**config.mk**
```make
export PLATFORM = sky130hd
export DESIGN_NAME = bus_select
export DESIGN_NICKNAME = d
export VERILOG_FILES = /design/src/source/cpu_ctrl_pkg.sv /design/src/source/cpu_data_pkg.sv /design/src/source/bus_select.sv
export VERILOG_INCLUDE_DIRS = /design/src /design/src/include
export SDC_FILE = /design/constraint.sdc
export NUM_CORES = 1
export LEC_CHECK = 0
export ABC_CLOCK_PERIOD_IN_PS = 2500
export BUFFER_PORTS_ARGS = -buffer_cell sky130_fd_sc_hd__buf_2
export CAP_MARGIN = 0
export CORE_MARGIN = 4
export CORE_UTILIZATION = 42
export CTS_BUF_LIST = sky130_fd_sc_hd__clkbuf_16
export DETAILED_ROUTE_END_ITERATION = 6
export GPL_TIMING_DRIVEN = 1
export PLACE_DENSITY_LB_ADDON = 0.3
export SYNTH_ARGS = -nofsm -noshare
export SYNTH_HDL_FRONTEND = slang
export SYNTH_SLANG_ARGS = --single-unit
```
**constraint.sdc**
```tcl
create_clock -name clk -period 2.5 [get_ports clk]
set_input_delay 0.5 -clock clk [delete_from_list [all_inputs] [get_ports clk]]
set_output_delay 0.5 -clock clk [all_outputs]
set_load 0.05 [all_outputs]
```
**src/include/cpu_settings.svh**
```systemverilog
`ifndef CPU_SETTINGS_SVH
`define CPU_SETTINGS_SVH

// Main bus and register width
`define DATA_W 8

// Address bus and MAR width
`define ADDR_W 16

// Low address bits decoded by the RAM, fewer bits alias the upper range
`define RAM_AW 16

`endif

```
**src/source/cpu_ctrl_pkg.sv**
```systemverilog
package cpu_ctrl_pkg;

    typedef logic [31:0] ctrl_word_t;

    // Control word field positions
    localparam int BUS_SRC_LO = 0;
    localparam int BUS_SRC_W = 4;
    localparam int ALU_OP_LO = 4;
    localparam int ALU_OP_W = 4;
    localparam int BIT_LOAD_A = 8;
    localparam int BIT_A_FROM_ALU = 9;
    localparam int BIT_LOAD_B = 10;
    localparam int BIT_LOAD_F = 11;
    localparam int BIT_LOAD_MAR_LO = 12;
    localparam int BIT_LOAD_MAR_HI = 13;
    localparam int BIT_RAM_WE = 14;
    localparam int BIT_LOAD_OUT = 15;

    // Main bus sources, unlisted codes read 0
    typedef enum logic [3:0] {
        SRC_NONE = 4'd0,
        SRC_A = 4'd1,
        SRC_B = 4'd2,
        SRC_F = 4'd3,
        SRC_ALU = 4'd4,
        SRC_RAM = 4'd5,
        SRC_MAR_LO = 4'd6,
        SRC_MAR_HI = 4'd7,
        SRC_OUT = 4'd8
    } bus_src_t;

    // ALU operations, unlisted codes pass A
    typedef enum logic [3:0] {
        ALU_PASS_A = 4'd0,
        ALU_ADD = 4'd1,
        ALU_SUB = 4'd2,
        ALU_AND = 4'd3,
        ALU_OR = 4'd4,
        ALU_XOR = 4'd5,
        ALU_CLR = 4'd6,
        ALU_INC = 4'd7,
        ALU_NOT_A = 4'd8
    } alu_op_t;

endpackage

```
**src/source/cpu_data_pkg.sv**
```systemverilog
`include "cpu_settings.svh"

package cpu_data_pkg;

    typedef logic [`DATA_W-1:0] data_t;

    typedef logic [`ADDR_W-1:0] addr_t;

    // Flag register, upper nibble always zero
    typedef struct packed {
        logic [3:0] unused;
        logic overflow;
        logic negative;
        logic zero;
        logic carry;
    } flags_t;

endpackage

```
**src/source/bus_select.sv**
```systemverilog
module bus_select (
    input  logic                   clk,
    input  logic                   arst_n,
    input  cpu_ctrl_pkg::bus_src_t bus_src,
    input  cpu_data_pkg::data_t    ext_data,
    input  logic                   ext_data_drive,
    input  cpu_data_pkg::data_t    a_value,
    input  cpu_data_pkg::data_t    b_value,
    input  cpu_data_pkg::data_t    alu_result,
    input  cpu_data_pkg::data_t    ram_rdata,
    input  cpu_data_pkg::flags_t   f_value,
    input  cpu_data_pkg::addr_t    mar_value,
    input  logic                   load_out,
    input  logic                   out_rst,
    output cpu_data_pkg::data_t    main_bus,
    output cpu_data_pkg::data_t    out_value
);

    import cpu_ctrl_pkg::*;
    import cpu_data_pkg::*;

    localparam int DW = $bits(data_t);
    localparam int AW = $bits(addr_t);

    data_t unit_bus;
    data_t out_reg;

    always_comb begin
        case (bus_src)
            SRC_A: unit_bus = a_value;
            SRC_B: unit_bus = b_value;
            SRC_F: unit_bus = data_t'(f_value);
            SRC_ALU: unit_bus = alu_result;
            SRC_RAM: unit_bus = ram_rdata;
            SRC_MAR_LO: unit_bus = mar_value[DW-1:0];
            SRC_MAR_HI: unit_bus = mar_value[AW-1:DW];
            SRC_OUT: unit_bus = out_reg;
            SRC_NONE: unit_bus = '0;
            default: unit_bus = '0;
        endcase
    end

    // Outside driver wins over any internal source
    assign main_bus = ext_data_drive ? ext_data : unit_bus;

    always_ff @(posedge clk or negedge arst_n) begin
        if (!arst_n) begin
            out_reg <= '0;
        end else if (out_rst) begin
            out_reg <= '0;
        end else if (load_out) begin
            out_reg <= main_bus;
        end
    end

    assign out_value = out_reg;

endmodule

```
# [Yosys cells after proc, flatten, opt, wreduce, memory -nomap -nowiden]
# Index checks and enable logic that the tools add are counted.
[totals] mem_bits_ro=0 regBits=8 input_bits=73 memories=0 latchBits=0 out_inout_bits=16 ramBits=0 wordCells=14
[op_classes] bitwise_logic=0 shifts=0 n_lt_le_gt_ge=0 reduce_logical=1 multipliers=0 div_mod_pow=0 muxes=4 addsub=0 eq_ne=8
[op_table] op="8-bit one-hot mux with 8 select lines" n=1
[op_table] op="8-bit two-way mux" n=3
[op_table] op="4-bit by 3-bit == test with 1-bit output, second input constant" n=4
[op_table] op="4-bit by 2-bit == test with 1-bit output, second input constant" n=2
[op_table] op="4-bit by 1-bit == test with 1-bit output, second input constant" n=1
[op_table] op="4-bit == test, second input constant" n=1
[op_table] op="2-bit nonzero test" n=1

# [Longest topological paths before layout]
[depth] word_depth=5 mapped_depth=7 mapped_depth_nobuf=5

# [Worst setup path before layout]
# Ideal clock, no wire load.
[synth_timing] kind="input -> output" start="in bus_src[1]" end="out main_bus[6]" path_slack_ps=286 path_stages=7 t_arrival_ps=1714 path_buffers=2 t_required_ps=2000 path_cell_list="buf_4 > and2b_1 > buf_4 > a2bb2oi_1 > o311a_1 > a21o_1 > nand2_1"
[synth_between] elab_chain_len=3 word_cells_on_any_way=10 classes_between="8 x eq/ne; 2 x mux"
[synth_lines] element="start: declaration" line_no="bus_select.sv:4" source="input cpu_ctrl_pkg::bus_src_t bus_src,"
[synth_lines] element="4-bit == test (tied with other cells)" line_no="bus_select.sv:29" source="case (bus_src)"
[synth_lines] element="8-bit one-hot mux with 8 select lines *" line_no="bus_select.sv:29"
[synth_lines] element="8-bit two-way mux *" line_no="bus_select.sv:44" source="assign main_bus = ext_data_drive ? ext_data : unit_bus;"
[synth_lines] element="end: declaration" line_no="bus_select.sv:15" source="output cpu_data_pkg::data_t main_bus,"
# Mark *: on every way between the ends. The rest lies on a longest branch, timed or not.

# [Worst setup path after layout]
[layout_timing] start="in bus_src[2]" end="out main_bus[5]"
# Same word-level chain as after synthesis.

==> flow_metrics.tcl <==
set metrics [dict create \
    clk_path_buf_depth 2 \
    cts.sinks 8 \
    postCtsHoldBufs 0 \
    synthTopCellsByArea "dfrtp_1 (18%), nand2_1 (11%), nand3b_1 (11%), mux2i_1 (7.2%), o21ai_0 (6.8%)" \
    crit_buf_inv 2 \
    grt_pass1_vias 1222 \
    gp_congestion 0.813 \
    detail_route.wl_per_cell_um 13.7 \
    synth-seq-cells 8 \
    nets 311 \
    drv_slew 0 \
    irDropWorstVdd_mv 0.463 \
    synth_top_area_cell "dfrtp_1" \
    drc 0 \
    synth_nets 230 \
    post_cts_resized 0 \
    synth_edf_count 0 \
    crit_path_top_delay_cell "buf_2" \
    crit_path_start "bus_src[2]" \
    fmax_mhz 421 \
    vias 1395 \
    htree_levels 1 \
    routed_wl_um 3640 \
    dieArea_um2 3520 \
    powerDensity_nw_per_um2 423 \
    cts_buffers 3 \
    antenna_found_initial 0 \
    rsz0062_at_grt "false" \
    setup_viol 0 \
    fillers 251 \
    worstPathArrival_ps 1880 \
    area_growth_pct 46.3 \
    groute.usage.overall_pct 19.7 \
    maxCapViolCount 0 \
    skew_ps 0 \
    clkTransAtPathRegs_ps 40 \
    outcome "finished clean" \
    post_cts_buffers 0 \
    drtIter0Drc 71 \
    dp_hpwl_um 2920 \
    fin_ws_ps 125 \
    max_slew_margin_pct 73.7 \
    detailedPlace.worstSlack_ps 71.2 \
    fin_tns_setup_ps 0 \
    hold_class "input port to async pin" \
    clock-root-buffer "clkbuf_16" \
    dr.pass1.iters 4 \
    r2r_slack_ps 1140 \
    io_pins 89 \
    postSynthAreaPerCell_um2 7.05 \
    path_cells "clkbuf_4 > nor3_1 > xnor2_1 > nand2b_1 > o21bai_1 > nand2_1 > buf_2" \
    die_w_um 59.3 \
    io_buffers 88 \
    critPathMaxStageDelay_ps 260 \
    cts_tree "built" \
    async_reset_ff_share_pct 100 \
    crit_type "input port to primary output" \
    grt_max_degree 36 \
    crit_path_max_fanout 35 \
    min_period_ps 2380 \
    diodes 0 \
    core_area_um2 2500 \
    netlist_area_um2 1110 \
    yosysMostFrequentCell "nand2_1" \
    hold_viol_final 0 \
    ys_warn_count 0 \
    cp-start-kind "input port" \
    tightest_slew_ps 394 \
    crit_path_end_kind "primary output" \
    synth_top_area_share_pct 18.1 \
    leakagePower_uw 0.000874 \
    synth_common_cells "nand2_1 (32), nand3b_1 (16), o21ai_0 (15)" \
    clk_latency_ps 230 \
    synthFlopType "dfrtp_1" \
    die_h_um 59.3 \
    core.rowCount 18 \
    r2r-start "out_value[6]$_DFFE_PN0P_" \
    drive_gt1_share_pct 42.4 \
    synthCells 157 \
    overflow 0 \
    initial_core_util_pct 44.3 \
    grt_pass1_wl_um 5400 \
    yosys.cell_types.count 28 \
    cp.required_ps 2000 \
    vias_per_cell 5.24 \
    fin_crit_sh_pct 95.0 \
    ys_seq_area_share_pct 18.1 \
    crit_family "buffers and inverters" \
    largest_register_ffs 8 \
    ant_nets 0 \
]
[per-stage QoR]
stage	instance area [µm²]	hold WS [ps]	util [%]	cells	power [µW]
CTS	1620	112	64.7	266	687
global placement	1540	348	61.7	263	416
global route	1620	122	64.8	266	718
finish	1620	104	64.8	266	685
detailed placement	1540	349	61.7	263	418
floorplan	1110	204	-	157	324
[worst register-to-register path, cell delays in order (launching register included)]
cell	delay [ps]
dfrtp_1	350
nand2_1	60
a2bb2oi_1	130
o311a_1	290
a21o_1	210
a311oi_2	230
[kinds of logic (layout without fill, tap and decap cells)]
logic type,Yosys count,in the layout,synth area share [%]
buffers and inverters,18,97,7.91
AO/OA/AOI/OAI,54,54,35.0
XOR/XNOR,1,1,0.791
AND/OR/NAND/NOR,67,67,29.9
multiplexers,9,9,8.25
flip-flops,8,8,18.1
[final timing paths]
path / endpoint / cells past startpoint
worst max-delay path: main_bus[5] / 7
worst min-delay path: out_value[3]$_DFFE_PN0P_ / 1
max in group asynchronous: out_value[6]$_DFFE_PN0P_ / 1
worst max register to register: out_value[6]$_DFFE_PN0P_ / 5
min in group clk: out_value[6]$_DFFE_PN0P_ / 2
worst min register to register: out_value[5]$_DFFE_PN0P_ / 2
[final cells by class]
type	count	area, µm²	share of cell area, %
Clock buffer	3	75.1	4.63
Multi-Input combinational cell	131	820	50.6
Sequential cell	8	200	12.4
Tap cell	30	37.5	2.32
Timing Repair Buffer	94	488	30.1
[placed cells by master (no fill, tap or decap), drive strengths merged, types with 2 or more instances in the layout]
master,Yosys,layout
mux2i,8,8
clkbuf,5,4
o21ai,15,15
nor2,10,10
o22ai,7,7
nor2b,3,3
nand3b,16,16
o21bai,7,7
a22oi,7,7
dfrtp,8,8
a311oi,8,8
nand2,32,32
a22o,7,7
buf,13,93
nand3,2,2
[where the power goes]
group	internal (µW)	total (µW)	switching [µW]
clock	206	267	61.0
combinational	108	272	164
sequential	139	146	7.72
[routing by layer]
layer,wire length (µm),up-vias,GRT usage [%]
li1,-,735,-
met1,1580,600,27.6
met2,1700,56,30.3
met3,339,4,5.01
met4,25,0,3.88
met5,0,-,0
Power figures use the tool's default switching activity.
