**config.mk**
```make
export PLATFORM = sky130hd
export DESIGN_NAME = alu_regs
export DESIGN_NICKNAME = d
export VERILOG_FILES = /design/src/source/cpu_ctrl_pkg.sv /design/src/source/cpu_data_pkg.sv /design/src/source/alu_regs.sv
export VERILOG_INCLUDE_DIRS = /design/src /design/src/include
export SDC_FILE = /design/constraint.sdc
export NUM_CORES = 1
export LEC_CHECK = 0
export BUFFER_PORTS_ARGS = -buffer_cell sky130_fd_sc_hd__buf_2
export CAP_MARGIN = 20
export CORE_MARGIN = 3
export CORE_UTILIZATION = 40
export DETAILED_ROUTE_END_ITERATION = 10
export GPL_ROUTABILITY_DRIVEN = 0
export GPL_TIMING_DRIVEN = 0
export PLACE_DENSITY = 0.65
export SLEW_MARGIN = 30
export SYNTH_ARGS = -nofsm -noshare
export SYNTH_HDL_FRONTEND = slang
export SYNTH_SLANG_ARGS = --single-unit
```
**constraint.sdc**
```tcl
create_clock -name clk -period 3.73 [get_ports clk]
set_clock_uncertainty 0.15 [all_clocks]
set_input_delay 0.1865 -clock clk [delete_from_list [all_inputs] [get_ports clk]]
set_output_delay 0.1865 -clock clk [all_outputs]
set_load 0.01 [all_outputs]
```
**src/include/cpu_settings.svh**
```systemverilog
`ifndef CPU_SETTINGS_SVH
`define CPU_SETTINGS_SVH

// Main bus and register width
`define DATA_W 8

// Address bus and MAR width
`define ADDR_W 16

// Low address bits decoded by the RAM, fewer bits alias the upper range
`define RAM_AW 16

`endif

```
**src/source/cpu_ctrl_pkg.sv**
```systemverilog
package cpu_ctrl_pkg;

    typedef logic [31:0] ctrl_word_t;

    // Control word field positions
    localparam int BUS_SRC_LO = 0;
    localparam int BUS_SRC_W = 4;
    localparam int ALU_OP_LO = 4;
    localparam int ALU_OP_W = 4;
    localparam int BIT_LOAD_A = 8;
    localparam int BIT_A_FROM_ALU = 9;
    localparam int BIT_LOAD_B = 10;
    localparam int BIT_LOAD_F = 11;
    localparam int BIT_LOAD_MAR_LO = 12;
    localparam int BIT_LOAD_MAR_HI = 13;
    localparam int BIT_RAM_WE = 14;
    localparam int BIT_LOAD_OUT = 15;

    // Main bus sources, unlisted codes read 0
    typedef enum logic [3:0] {
        SRC_NONE = 4'd0,
        SRC_A = 4'd1,
        SRC_B = 4'd2,
        SRC_F = 4'd3,
        SRC_ALU = 4'd4,
        SRC_RAM = 4'd5,
        SRC_MAR_LO = 4'd6,
        SRC_MAR_HI = 4'd7,
        SRC_OUT = 4'd8
    } bus_src_t;

    // ALU operations, unlisted codes pass A
    typedef enum logic [3:0] {
        ALU_PASS_A = 4'd0,
        ALU_ADD = 4'd1,
        ALU_SUB = 4'd2,
        ALU_AND = 4'd3,
        ALU_OR = 4'd4,
        ALU_XOR = 4'd5,
        ALU_CLR = 4'd6,
        ALU_INC = 4'd7,
        ALU_NOT_A = 4'd8
    } alu_op_t;

endpackage

```
**src/source/cpu_data_pkg.sv**
```systemverilog
`include "cpu_settings.svh"

package cpu_data_pkg;

    typedef logic [`DATA_W-1:0] data_t;

    typedef logic [`ADDR_W-1:0] addr_t;

    // Flag register, upper nibble always zero
    typedef struct packed {
        logic [3:0] unused;
        logic overflow;
        logic negative;
        logic zero;
        logic carry;
    } flags_t;

endpackage

```
**src/source/alu_regs.sv**
```systemverilog
module alu_regs (
    input  logic                  clk,
    input  logic                  arst_n,
    input  cpu_ctrl_pkg::alu_op_t alu_op,
    input  logic                  load_a,
    input  logic                  a_from_alu,
    input  logic                  load_b,
    input  logic                  load_f,
    input  cpu_data_pkg::data_t   bus_in,
    output cpu_data_pkg::data_t   a_value,
    output cpu_data_pkg::data_t   b_value,
    output cpu_data_pkg::data_t   alu_result,
    output cpu_data_pkg::flags_t  f_value
);

    import cpu_ctrl_pkg::*;
    import cpu_data_pkg::*;

    localparam int W = $bits(data_t);
    localparam int MSB = W - 1;

    data_t a_reg;
    data_t b_reg;
    flags_t f_reg;

    data_t result;
    flags_t flags_next;
    logic carry;
    logic ovf;

    // Carry or borrow lands in the extra top bit
    logic [W:0] sum_ab;
    logic [W:0] diff_ab;
    logic [W:0] inc_a;

    assign sum_ab = {1'b0, a_reg} + {1'b0, b_reg};
    assign diff_ab = {1'b0, a_reg} - {1'b0, b_reg};
    assign inc_a = {1'b0, a_reg} + 1'b1;

    always_comb begin
        result = a_reg;
        carry = 1'b0;
        ovf = 1'b0;
        case (alu_op)
            ALU_ADD: begin
                result = sum_ab[MSB:0];
                carry = sum_ab[W];
                ovf = (a_reg[MSB] == b_reg[MSB]) && (result[MSB] != a_reg[MSB]);
            end
            ALU_SUB: begin
                result = diff_ab[MSB:0];
                carry = diff_ab[W];
                ovf = (a_reg[MSB] != b_reg[MSB]) && (result[MSB] != a_reg[MSB]);
            end
            ALU_AND: result = a_reg & b_reg;
            ALU_OR: result = a_reg | b_reg;
            ALU_XOR: result = a_reg ^ b_reg;
            ALU_CLR: result = '0;
            ALU_INC: begin
                result = inc_a[MSB:0];
                carry = inc_a[W];
                // Only 0x7f wraps into the negative range
                ovf = !a_reg[MSB] && result[MSB];
            end
            ALU_NOT_A: result = ~a_reg;
            ALU_PASS_A: result = a_reg;
            default: result = a_reg;
        endcase
    end

    always_comb begin
        flags_next = '0;
        flags_next.carry = carry;
        flags_next.zero = (result == '0);
        flags_next.negative = result[MSB];
        flags_next.overflow = ovf;
    end

    always_ff @(posedge clk or negedge arst_n) begin
        if (!arst_n) begin
            a_reg <= '0;
            b_reg <= '0;
            f_reg <= '0;
        end else begin
            if (load_a) begin
                a_reg <= a_from_alu ? result : bus_in;
            end
            if (load_b) begin
                b_reg <= bus_in;
            end
            if (load_f) begin
                f_reg <= flags_next;
            end
        end
    end

    assign a_value = a_reg;
    assign b_value = b_reg;
    assign alu_result = result;
    assign f_value = f_reg;

endmodule

```
-- After elaboration in Yosys (flattened, before gate mapping)
Cells that the tools add are included.
Widths: inputs -> output; s select.
- output and inout port bits: 32
- input bits: 18
- bits in registers: 20
- reductions and logical operators: 5
- muxes and demuxes: 4
- eq/ne operators: 12
- bitwise gates (word level): 4
- add/sub/neg operators: 3
- operators by type and width (kind ; number):
    $pmux 8 s8 ; 1
    $eq 4x3->1 const B ; 4
    $add 8x1->9 const B ; 1
    $add 8x8->9 ; 1
    $sub 8x8->9 ; 1
    $and 8x8->8 ; 1
    $eq 4x2->1 const B ; 2
    $logic_not 8->1 ; 1
    $mux 8 ; 1
    $not 8->8 ; 1
    $or 8x8->8 ; 1
    $xor 8x8->8 ; 1
    $pmux 1 s3 ; 2
    $eq 4x1->1 const B ; 1
    $eq 4x4->1 const B ; 1
    $logic_and 1x1->1 ; 3
    $ne 1x1->1 ; 3
    $eq 1x1->1 ; 1
    $logic_not 1->1 ; 1

-- Logic depth before layout (Yosys ltp)
Gate-level depths: netlist of run 1.
- depth after elaboration: 4
- gate-level depth with buffers: 11

-- Least setup slack after synthesis of run 1
OpenSTA, ideal clock, no wires.
- path type: reg-to-reg
- start: reg a_reg[0], in the netlist a_value[0]
- end: reg f_reg (netlist bit f_value[1])
- required time: 3.513 ns
- library setup time: 0.067 ns
- path buffers: 0
- cell stages (with the launch flop): 10
- period minus slack after synthesis: 2.798 ns
- setup slack: 0.932 ns
- arrival: 2.581 ns
- path through: dfrtp_1 -> inv_1 -> ha_1 -> fa_1 -> nor3_2 -> nor3_1 -> a221o_1 -> a221o_1 -> nor4_1 -> a32o_1
- longest elaborated chain between the ends: 3
- RTL lines (what ; RTL line ; RTL):
    start: declaration ; alu_regs.sv:22 ; data_t a_reg;
    start signal: assignment ; alu_regs.sv:86 ; a_reg <= a_from_alu ? result : bus_in;
    $add 8x1->9, or another cell as far along ; alu_regs.sv:38 ; assign inc_a = {1'b0, a_reg} + 1'b1;
    $pmux 8 s8 * ; alu_regs.sv:44 ; case (alu_op)
    named net alu_result[4] ; alu_regs.sv:12 ; output cpu_data_pkg::data_t alu_result,
    $logic_not 8->1 * ; alu_regs.sv:74 ; flags_next.zero = (result == '0);
    end signal: assignment ; alu_regs.sv:92 ; f_reg <= flags_next;
    end: declaration ; alu_regs.sv:24 ; flags_t f_reg;
Mark *: on every way through the listed nets, which the timed path passes. The rest lies on a longest branch.
A chain may end at the register's enable or synchronous reset.

==> results by stage, run 1 <==
Pwr:
- IR analysis of the VDD net gives a maximum drop of 0.000292 V.
- The clock share of power is 15.8%.
- In this run the power density over the cells is 354 mW/mm2.
- Registers are responsible for 26.8% of the overall power.
- The analysis attributes to net switching a power of 0.484 mW.
- Net switching is 45.0% of the power.
- Of the total power, combinational logic draws 57.4%.
- Power comes to 1.08 mW.
- The leakage component of the power is 1.38 nW.
- Internal power comes to 0.593 mW.

Setup path:
- The category of the worst setup path capture point is a primary output.
- The critical path startpoint category is a register.
- The standard cell with the maximum stage delay on the critical path is sky130_fd_sc_hd__or4_4.
- The number of buffers and inverters on the critical path is 5.
- The class of the most critical setup path is register to primary output.
- The largest fanout on the critical path is 9.
- On the critical path the largest part of the delay comes from buffers and inverters.
- Data on the critical path arrives at its endpoint at 3.17 ns.
- The setup check on the worst reg-to-reg path leaves a slack of 0.48 ns.
- For the worst setup path, the data required time is 3.39 ns.
- The delay of the slowest critical-path stage is 0.53 ns.
- In this design, the critical path's most frequently occurring cell is sky130_fd_sc_hd__clkbuf_1.
- Traced cell by cell, the critical path runs through clkbuf_1, inv_1, ha_1, clkbuf_1, or4_4, a31oi_2, a222oi_1, a21oi_2, buf_4, buf_2.

GRT:
- The via count of the first global-routing pass was 2640.
- Entering global routing, the biggest net connects 21 pins.
- The first-pass GRT wire length is 13200 um.
- The total track usage is 21.8%.
- The remaining global-route overflow is 0.
- The initial antenna violation count is 0.

Clocking:
- The number of buffers created by CTS is 3.
- The clock slew at the register clock pins of the worst setup and hold paths is 0.08 ns.
- The number of clock sinks seen by CTS is 20.
- In this run the post-CTS setup repair buffer count came out at 0.
- The clock latency of the later-clocked register in the worst-skew pair is 0.26 ns.
- TritonCTS built the clock tree.
- The longest clock path from root to sink contains 2 buffers.
- CTS placed an instance of sky130_fd_sc_hd__clkbuf_8 at the clock tree root.
- In this run the number of H-tree levels came out at 1.

Placed design:
- The quantity of I/O buffers inserted on ports is 42.
- The worst setup slack after placement is 0.524 ns.
- The detailed-placement wirelength estimate is 6130 um.

Logic synthesis:
- The number of synthesized register bits is 20.
- The synthesized instance count is 329.
- Yosys mapped a number of flops with a built-in enable equal to 0.
- The post-synthesis average cell area is 7.87 um2.
- For this run, the number of Yosys warnings is 0.
- The netlist area before placement is 0.00259 mm2.
- The sequential share of the synthesized area is 19.3%.
- The most frequently used flop master after synthesis is sky130_fd_sc_hd__dfrtp_1.
- The synthesized netlist contains 65 unique library cells.
- Of all flip-flops after synthesis, the portion carrying an async set or reset was 100%.

Detailed routing:
- For this run, design rule violations remaining after detail routing come to 0.
- Summed over all layers, the routed wires come to 7710 um.
- The detailed router placed 2658 vias in this run.
- Once detail routing completed, the nets flagged for antenna violations numbered 0.
- The number of violations reported at the end of detailed-routing iteration 0 is 285.
- The length of the first detailed-routing pass in iterations is 4.
- After detailed routing, the average wire length per cell comes to 16.7 um.
- The routed via count divided by cell count is 5.77.

Timing:
- Setup violations remaining at the end of the flow were counted as 0.
- The final critical delay including setup and external delays is 3.51 ns.
- The highest achievable clock rate is 0.285 GHz.
- The count of final max-slew check failures is 0.
- Setup repair after global routing left no endpoint under its margin.
- The fraction of the cycle the final worst path needs is 94.0%.
- Measured against its own limit, the worst slew margin works out to 65.1%.
- The measured slew at the worst slew-check pin is 0.523 ns.
- The slack of the critical path is 0.224 ns.
- The final number of hold-violating endpoints is 0.
- The setup TNS is 0 ns.

Die:
- The area of the placeable core is 0.00610 mm2.
- The height of the die is 86.5 um.
- During I/O placement, the number of pins put on the boundary was 50.
- In this run the horizontal extent of the chip is 86.5 um.
- For this configuration, the core starts out at a cell density of 42.5%.
- The number of placement rows is 28.
- The die area is 0.00748 mm2.

Final layout:
- The number of antenna diodes in the final layout is 0.
- The net count of the finished layout is 433.
- Relative to the synthesized area, the layout overhead comes to 17.4%.
- Measured on the finished design, the core utilization comes to 49.9%.
- In the final layout, the share of cells above drive strength 1 is 20.7%.

Min path:
- The min-delay analysis places its worst path in the category input pin to register.

Job:
- Across the run, the number of max-cap violations was 0.

Outcome:
- The flow ran to the end, and the final reports show no timing, DRC or antenna violations.
cells in the mapped netlist (6+ instances only):
master	number	share of area (%)
sky130_fd_sc_hd__a211oi_1	6	1.7
sky130_fd_sc_hd__a21oi_1	16	3.1
sky130_fd_sc_hd__a31oi_1	6	1.4
sky130_fd_sc_hd__buf_4	9	2.6
sky130_fd_sc_hd__clkbuf_1	8	1.2
sky130_fd_sc_hd__dfrtp_1	20	19
sky130_fd_sc_hd__ha_1	26	13
sky130_fd_sc_hd__inv_1	25	3.6
sky130_fd_sc_hd__nand2_1	26	3.8
sky130_fd_sc_hd__nand3_1	7	1.4
sky130_fd_sc_hd__nor2_1	29	4.2
sky130_fd_sc_hd__o21ai_0	24	4.6
sky130_fd_sc_hd__o22ai_1	7	1.7
worst reg2reg max path, cell delays in order, from the launching register on:
cell and delay [ns]:
sky130_fd_sc_hd__dfrtp_1 0.40, sky130_fd_sc_hd__clkbuf_1 0.33, sky130_fd_sc_hd__inv_1 0.13, sky130_fd_sc_hd__ha_1 0.32, sky130_fd_sc_hd__clkbuf_1 0.21, sky130_fd_sc_hd__or4_4 0.54, sky130_fd_sc_hd__a31oi_2 0.28, sky130_fd_sc_hd__a222oi_1 0.19
sky130_fd_sc_hd__a21oi_2 0.26, sky130_fd_sc_hd__nor3_1 0.09, sky130_fd_sc_hd__a32o_1 0.26
cell usage in the layout (no fill, tap or decap), types with 4 or more instances in the layout:
master	n
sky130_fd_sc_hd__nor2_1	29
sky130_fd_sc_hd__o21bai_1	4
sky130_fd_sc_hd__o211ai_1	4
sky130_fd_sc_hd__dfrtp_1	20
sky130_fd_sc_hd__a31oi_1	6
sky130_fd_sc_hd__nand2b_1	5
sky130_fd_sc_hd__o21ai_0	24
sky130_fd_sc_hd__and3_1	4
sky130_fd_sc_hd__inv_1	25
sky130_fd_sc_hd__nand3_1	7
sky130_fd_sc_hd__clkbuf_8	4
sky130_fd_sc_hd__o221ai_1	5
sky130_fd_sc_hd__buf_4	9
sky130_fd_sc_hd__dlygate4sd3_1	8
sky130_fd_sc_hd__xnor2_1	5
sky130_fd_sc_hd__nand2_1	26
sky130_fd_sc_hd__a211oi_1	6
sky130_fd_sc_hd__nor3_1	5
sky130_fd_sc_hd__a21oi_1	16
sky130_fd_sc_hd__o22ai_1	7
sky130_fd_sc_hd__or3_1	5
sky130_fd_sc_hd__mux2i_1	5
sky130_fd_sc_hd__buf_2	47
sky130_fd_sc_hd__clkbuf_1	8
sky130_fd_sc_hd__conb_1	4
sky130_fd_sc_hd__xor2_1	5
sky130_fd_sc_hd__ha_1	26
sky130_fd_sc_hd__a32oi_1	5
sky130_fd_sc_hd__nor2b_1	5
flip-flops by register name (all words and copies together) (netlist names):
name,flops
b_value,8
f_value,4
a_value,8
worst paths after layout:
path,depth (start not counted),endpoint,startpoint
hold reg to reg,1,f_value[1]$_DFFE_PN0P_,f_value[1]$_DFFE_PN0P_
min in group asynchronous,2,b_value[1]$_DFFE_PN0P_,arst_n
setup / recovery,10,alu_result[7],a_value[4]$_DFFE_PN0P_
setup reg to reg,10,f_value[1]$_DFFE_PN0P_,a_value[4]$_DFFE_PN0P_
max in group asynchronous,2,b_value[7]$_DFFE_PN0P_,arst_n
hold / removal,3,b_value[1]$_DFFE_PN0P_,bus_in[1]
through the flow:
| stage | cell area (um2) | std cells | hold WS [ns] |
|---|---|---|---|
| final | 3040 | 461 | 0.00241 |
| after global routing | 3040 | 461 | 0.0372 |
| after CTS | 3040 | 461 | 0.00999 |
| after detailed placement | 2910 | 449 | 0.0147 |
| after global placement | 2910 | 449 | 0.0121 |
| after floorplan | 2600 | 332 | -0.259 |
power groups by stage:
stage               combinational (mW)  clock, mW  sequential (mW)
floorplan                        0.413          0            0.296
global placement                 0.595          0            0.290
detailed placement               0.601          0            0.292
CTS                              0.611      0.174            0.288
global route                     0.692      0.185            0.295
finish                           0.619      0.170            0.288
cell families (layout without fill, tap and decap cells):
| kind of cell | count (synthesis) | after routing | share of synthesized area (%) |
|---|---|---|---|
| flops | 20 | 20 | 19.3 |
| other cells | 1 | 4 | 0.145 |
| compound gates | 109 | 109 | 29.2 |
| xor+xnor | 10 | 10 | 3.38 |
| mux | 9 | 9 | 4.11 |
| buf+inv | 50 | 104 | 9.66 |
| fa+ha+maj | 28 | 28 | 14.1 |
| simple gates | 102 | 102 | 20.0 |
layout make-up:
class	count	area, um2
Buffer	25	156
Clock buffer	4	55.1
Fill cell	623	3060
Inverter	25	93.8
Multi-Input combinational cell	262	1850
Sequential cell	20	500
Tap cell	75	93.8
Timing Repair Buffer	50	290
what timing repair did:
| action | CTS | global route |
|---|---|---|
| gates resized for setup | 0 | 0 |
| hold buffers | 8 | 0 |
| endpoints found under the hold margin | 27 | 0 |
| endpoints found under the setup margin | 0 | 0 |
layer usage:
layer / wire length (um) / track usage, %
met5: 0 / 0
met4: 153 / 7.37
met3: 521 / 1.81
met2: 3450 / 34.4
met1: 3580 / 31.3
Note: power is estimated with default switching activity, not from simulation.
==> run 2: changes to the inputs <==
==> constraint.sdc (replaced) <==
create_clock -name clk -period 3.73 [get_ports clk]
set_clock_uncertainty 0.15 [all_clocks]
set_input_delay 0.373 -clock clk [delete_from_list [all_inputs] [get_ports clk]]
set_output_delay 0.373 -clock clk [all_outputs]
set_load 0.01 [all_outputs]
==> results by stage, run 2 (synthesized netlist as in run 1, its figures left out) <==
Outcome:
- Status: complete, no violations (unchanged).

Timing:
- RSZ-0062 raised after global routing: no (unchanged).
- The final number of hold-violating endpoints is 0 (unchanged).
- The final critical delay including setup and external delays is 3.54 ns (was 3.51 ns).
- The count of final max-slew check failures was 0 (unchanged).
- The highest achievable clock rate is 0.283 GHz (was 0.285 GHz).
- The tightest slew margin relative to the limit is 63.3% (was 65.1%).
- The fraction of the cycle the final worst path needs came to 94.9% (was 94.0%).
- The measured slew at the worst slew-check pin came to 0.550 ns (was 0.523 ns).
- The worst hold slack across all endpoints is 0.173 ns (was 0.00241 ns).
- The count of final setup violators is 0 (unchanged).
- The setup TNS was 0 ns (unchanged).

Detailed routing:
- The routed via count divided by cell count was 5.90 (was 5.77).
- The total via count in the routed design is 2665 (was 2658).
- The detail-routed net length per standard cell is 16.8 um (was 16.7 um).
- The length of the first detailed-routing pass in iterations is 5 (was 4).
- The number of nets still failing antenna checks after routing is 0 (unchanged).
- The wire length reported by the detailed router was 7590 um (was 7710 um).
- The number of violations reported at the end of detailed-routing iteration 0 is 330 (was 285).
- The final routed DRC violation total is 0 (unchanged).

Final layout:
- Most frequent cells in the layout: sky130_fd_sc_hd__buf_2, sky130_fd_sc_hd__nor2_1, sky130_fd_sc_hd__nand2_1, sky130_fd_sc_hd__ha_1, sky130_fd_sc_hd__inv_1 (unchanged).
- The fill cell total of the finished layout came to 633 (was 623).
- The number of nets in the final layout is 424 (was 433).
- The share of final-layout standard cells stronger than drive strength 1 came to 21.2% (was 20.7%).
- The signed area change from the synthesized netlist to the final layout is 14.4% (was 17.4%).
- The most common cell after layout, fill and taps aside is sky130_fd_sc_hd__buf_2 (unchanged).
- The number of diodes added for antenna fixing is 0 (unchanged).

Die:
- The starting density of the core is 42.5% (unchanged).
- The die boundary width is 86.5 um (unchanged).
- The number of placement rows is 28 (unchanged).
- The I/O pin total is 50 (unchanged).
- The height of the die is 86.5 um (unchanged).
- The die area came to 0.00748 mm2 (unchanged).
- The area of the placeable core is 0.00610 mm2 (unchanged).

Placed design:
- The detailed-placement wirelength estimate came to 6130 um (unchanged).
- The quantity of I/O buffers inserted on ports is 42 (unchanged).

Setup path:
- Cell-by-cell trace of the critical path: inv_1, ha_1, o21ba_2, or4_4, a31oi_2, a222oi_1, a21oi_2, buf_4, buf_2 (was clkbuf_1, inv_1, ha_1, clkbuf_1, or4_4, a31oi_2, a222oi_1, a21oi_2, buf_4, buf_2).
- The critical path data arrival time is 3.02 ns (was 3.17 ns).
- The critical path startpoint category was a register (unchanged).
- The standard cell with the maximum stage delay on the critical path is sky130_fd_sc_hd__dfrtp_1 (was sky130_fd_sc_hd__or4_4).
- The delay of the slowest critical-path stage is 0.57 ns (was 0.53 ns).
- The category of the worst setup path capture point is a primary output (unchanged).
- The critical path startpoint is a_value[1]$_DFFE_PN0P_ (was a_value[4]$_DFFE_PN0P_).
- The largest fanout on the critical path is 10 (was 9).
- The worst flop-to-flop path startpoint is a_value[0]$_DFFE_PN0P_ (was a_value[4]$_DFFE_PN0P_).
- The class of the most critical setup path is register to primary output (unchanged).
- The data required time of the worst path is 3.21 ns (was 3.39 ns).

GRT:
- The pin count of the biggest net entering global routing is 21 (unchanged).
- The via count of the first global-routing pass is 2625 (was 2640).
- The initial antenna violation count is 0 (unchanged).
- The first-pass GRT wire length was 13200 um (about the same).
- The total track usage is 21.7% (was 21.8%).
- The remaining global-route overflow is 0 (unchanged).

Pwr:
- The cell internal power dissipation is 0.587 mW (was 0.593 mW).
- The clock share of power is 16.0% (was 15.8%).
- The part of the power in combinational logic is 56.4% (was 57.4%).
- The overall power after layout is 1.07 mW (was 1.08 mW).
- The sequential group share of total power came to 27.6% (was 26.8%).
- The largest vdd supply drop is 0.000293 V (was 0.000292 V).
- The switching power share of the total is 45.1% (was 45.0%).
- The leakage component of the power is 1.35 nW (was 1.38 nW).
- The switching power is 0.482 mW (was 0.484 mW).
- The power density over the cells is 361 mW/mm2 (was 354 mW/mm2).

Clocking:
- The post-CTS setup-driven buffer insertion count is 0 (unchanged).
- The number of clock sinks seen by CTS is 20 (unchanged).
- The maximum number of buffers from clock root to sink is 2 (unchanged).
- The CTS tree was done (unchanged).
- The number of buffers created by CTS is 3 (unchanged).
- The clock latency of the later-clocked register in the worst-skew pair came to 0.26 ns (about the same).
- The H-tree level count is 1 (unchanged).
- The clock tree root buffer cell is sky130_fd_sc_hd__clkbuf_8 (unchanged).
- The number of instances resized during post-cts repair came to 0 (unchanged).
- The clock slew at the register clock pins of the worst setup and hold paths is 0.08 ns (about the same).

Min path:
- The class of the tightest hold or removal check is input pin to register (unchanged).
- The hold path startpoint is bus_in[3] (was bus_in[1]).

Job:
- The max-cap violation count is 0 (unchanged).
run 2: changes by cell type in the layout (fill, tap and decap cells not counted):
cell / delta
sky130_fd_sc_hd__clkbuf_1: -2
sky130_fd_sc_hd__dlygate4sd3_1: -7
run 2: per-stage QoR:
stage	setup slack (ns)	instances	utilization [%]	instance area [um2]
after CTS	0.0966	454	48.7	2970
after global routing	0.0154	452	48.6	2960
after floorplan	0.879	332	-	2600
final	0.192	452	48.6	2960
after detailed placement	0.395	449	47.7	2910
after global placement	0.419	449	47.7	2910
run 2: timing repair:
item,CTS,global route
hold buffers,1,0
endpoints found under the setup margin,0,1
hold endpoints to repair,20,0
run 2: per-layer routing:
layer  vias to the layer above  global-route usage (%)  routed length [um]
met5                         -                       0                   0
met4                         0                    7.37                 176
met3                        17                    1.81                 538
met2                       116                    34.0                3390
met1                      1245                    31.3                3480
li1                       1287                       -                   -
run 2: cell type report:
type	instances	area, um2	share of cell area, %
Tap cell	75	93.8	3.17
Sequential cell	20	500	16.9
Inverter	25	93.8	3.17
Timing Repair Buffer	43	220	7.43
Buffer	23	149	5.03
Clock buffer	4	55.1	1.86
Multi-Input combinational cell	262	1850	62.5
run 2: critical path: cells and delay by family, from the launching register on:
family | cells | cell delay, ns
AO/OA/AOI/OAI | 4 | 0.95
buffers and inverters | 3 | 0.43
flip-flops | 1 | 0.57
adder cells (fa/ha/maj) | 1 | 0.37
AND/OR/NAND/NOR | 1 | 0.43
run 2: path summary, 6_finish.rpt:
| check | to | slack [ns] | cells after the start |
|---|---|---|---|
| max | alu_result[7] | 0.19 | 9 |
| max reg2reg | f_value[1]$_DFFE_PN0P_ | 0.57 | 9 |
| min reg2reg | f_value[1]$_DFFE_PN0P_ | 0.36 | 1 |
| max in group asynchronous | b_value[7]$_DFFE_PN0P_ | 2.66 | 2 |
| min | b_value[3]$_DFFE_PN0P_ | 0.17 | 3 |
| min in group asynchronous | b_value[1]$_DFFE_PN0P_ | 0.44 | 2 |
run 2: power groups by stage:
stage	Clock [mW]	Sequential, mW	Combinational, mW
final	0.171	0.295	0.603
after CTS	0.174	0.288	0.606
after floorplan	0	0.296	0.413
after global placement	0	0.290	0.595
after detailed placement	0	0.292	0.601
after global routing	0.185	0.303	0.675
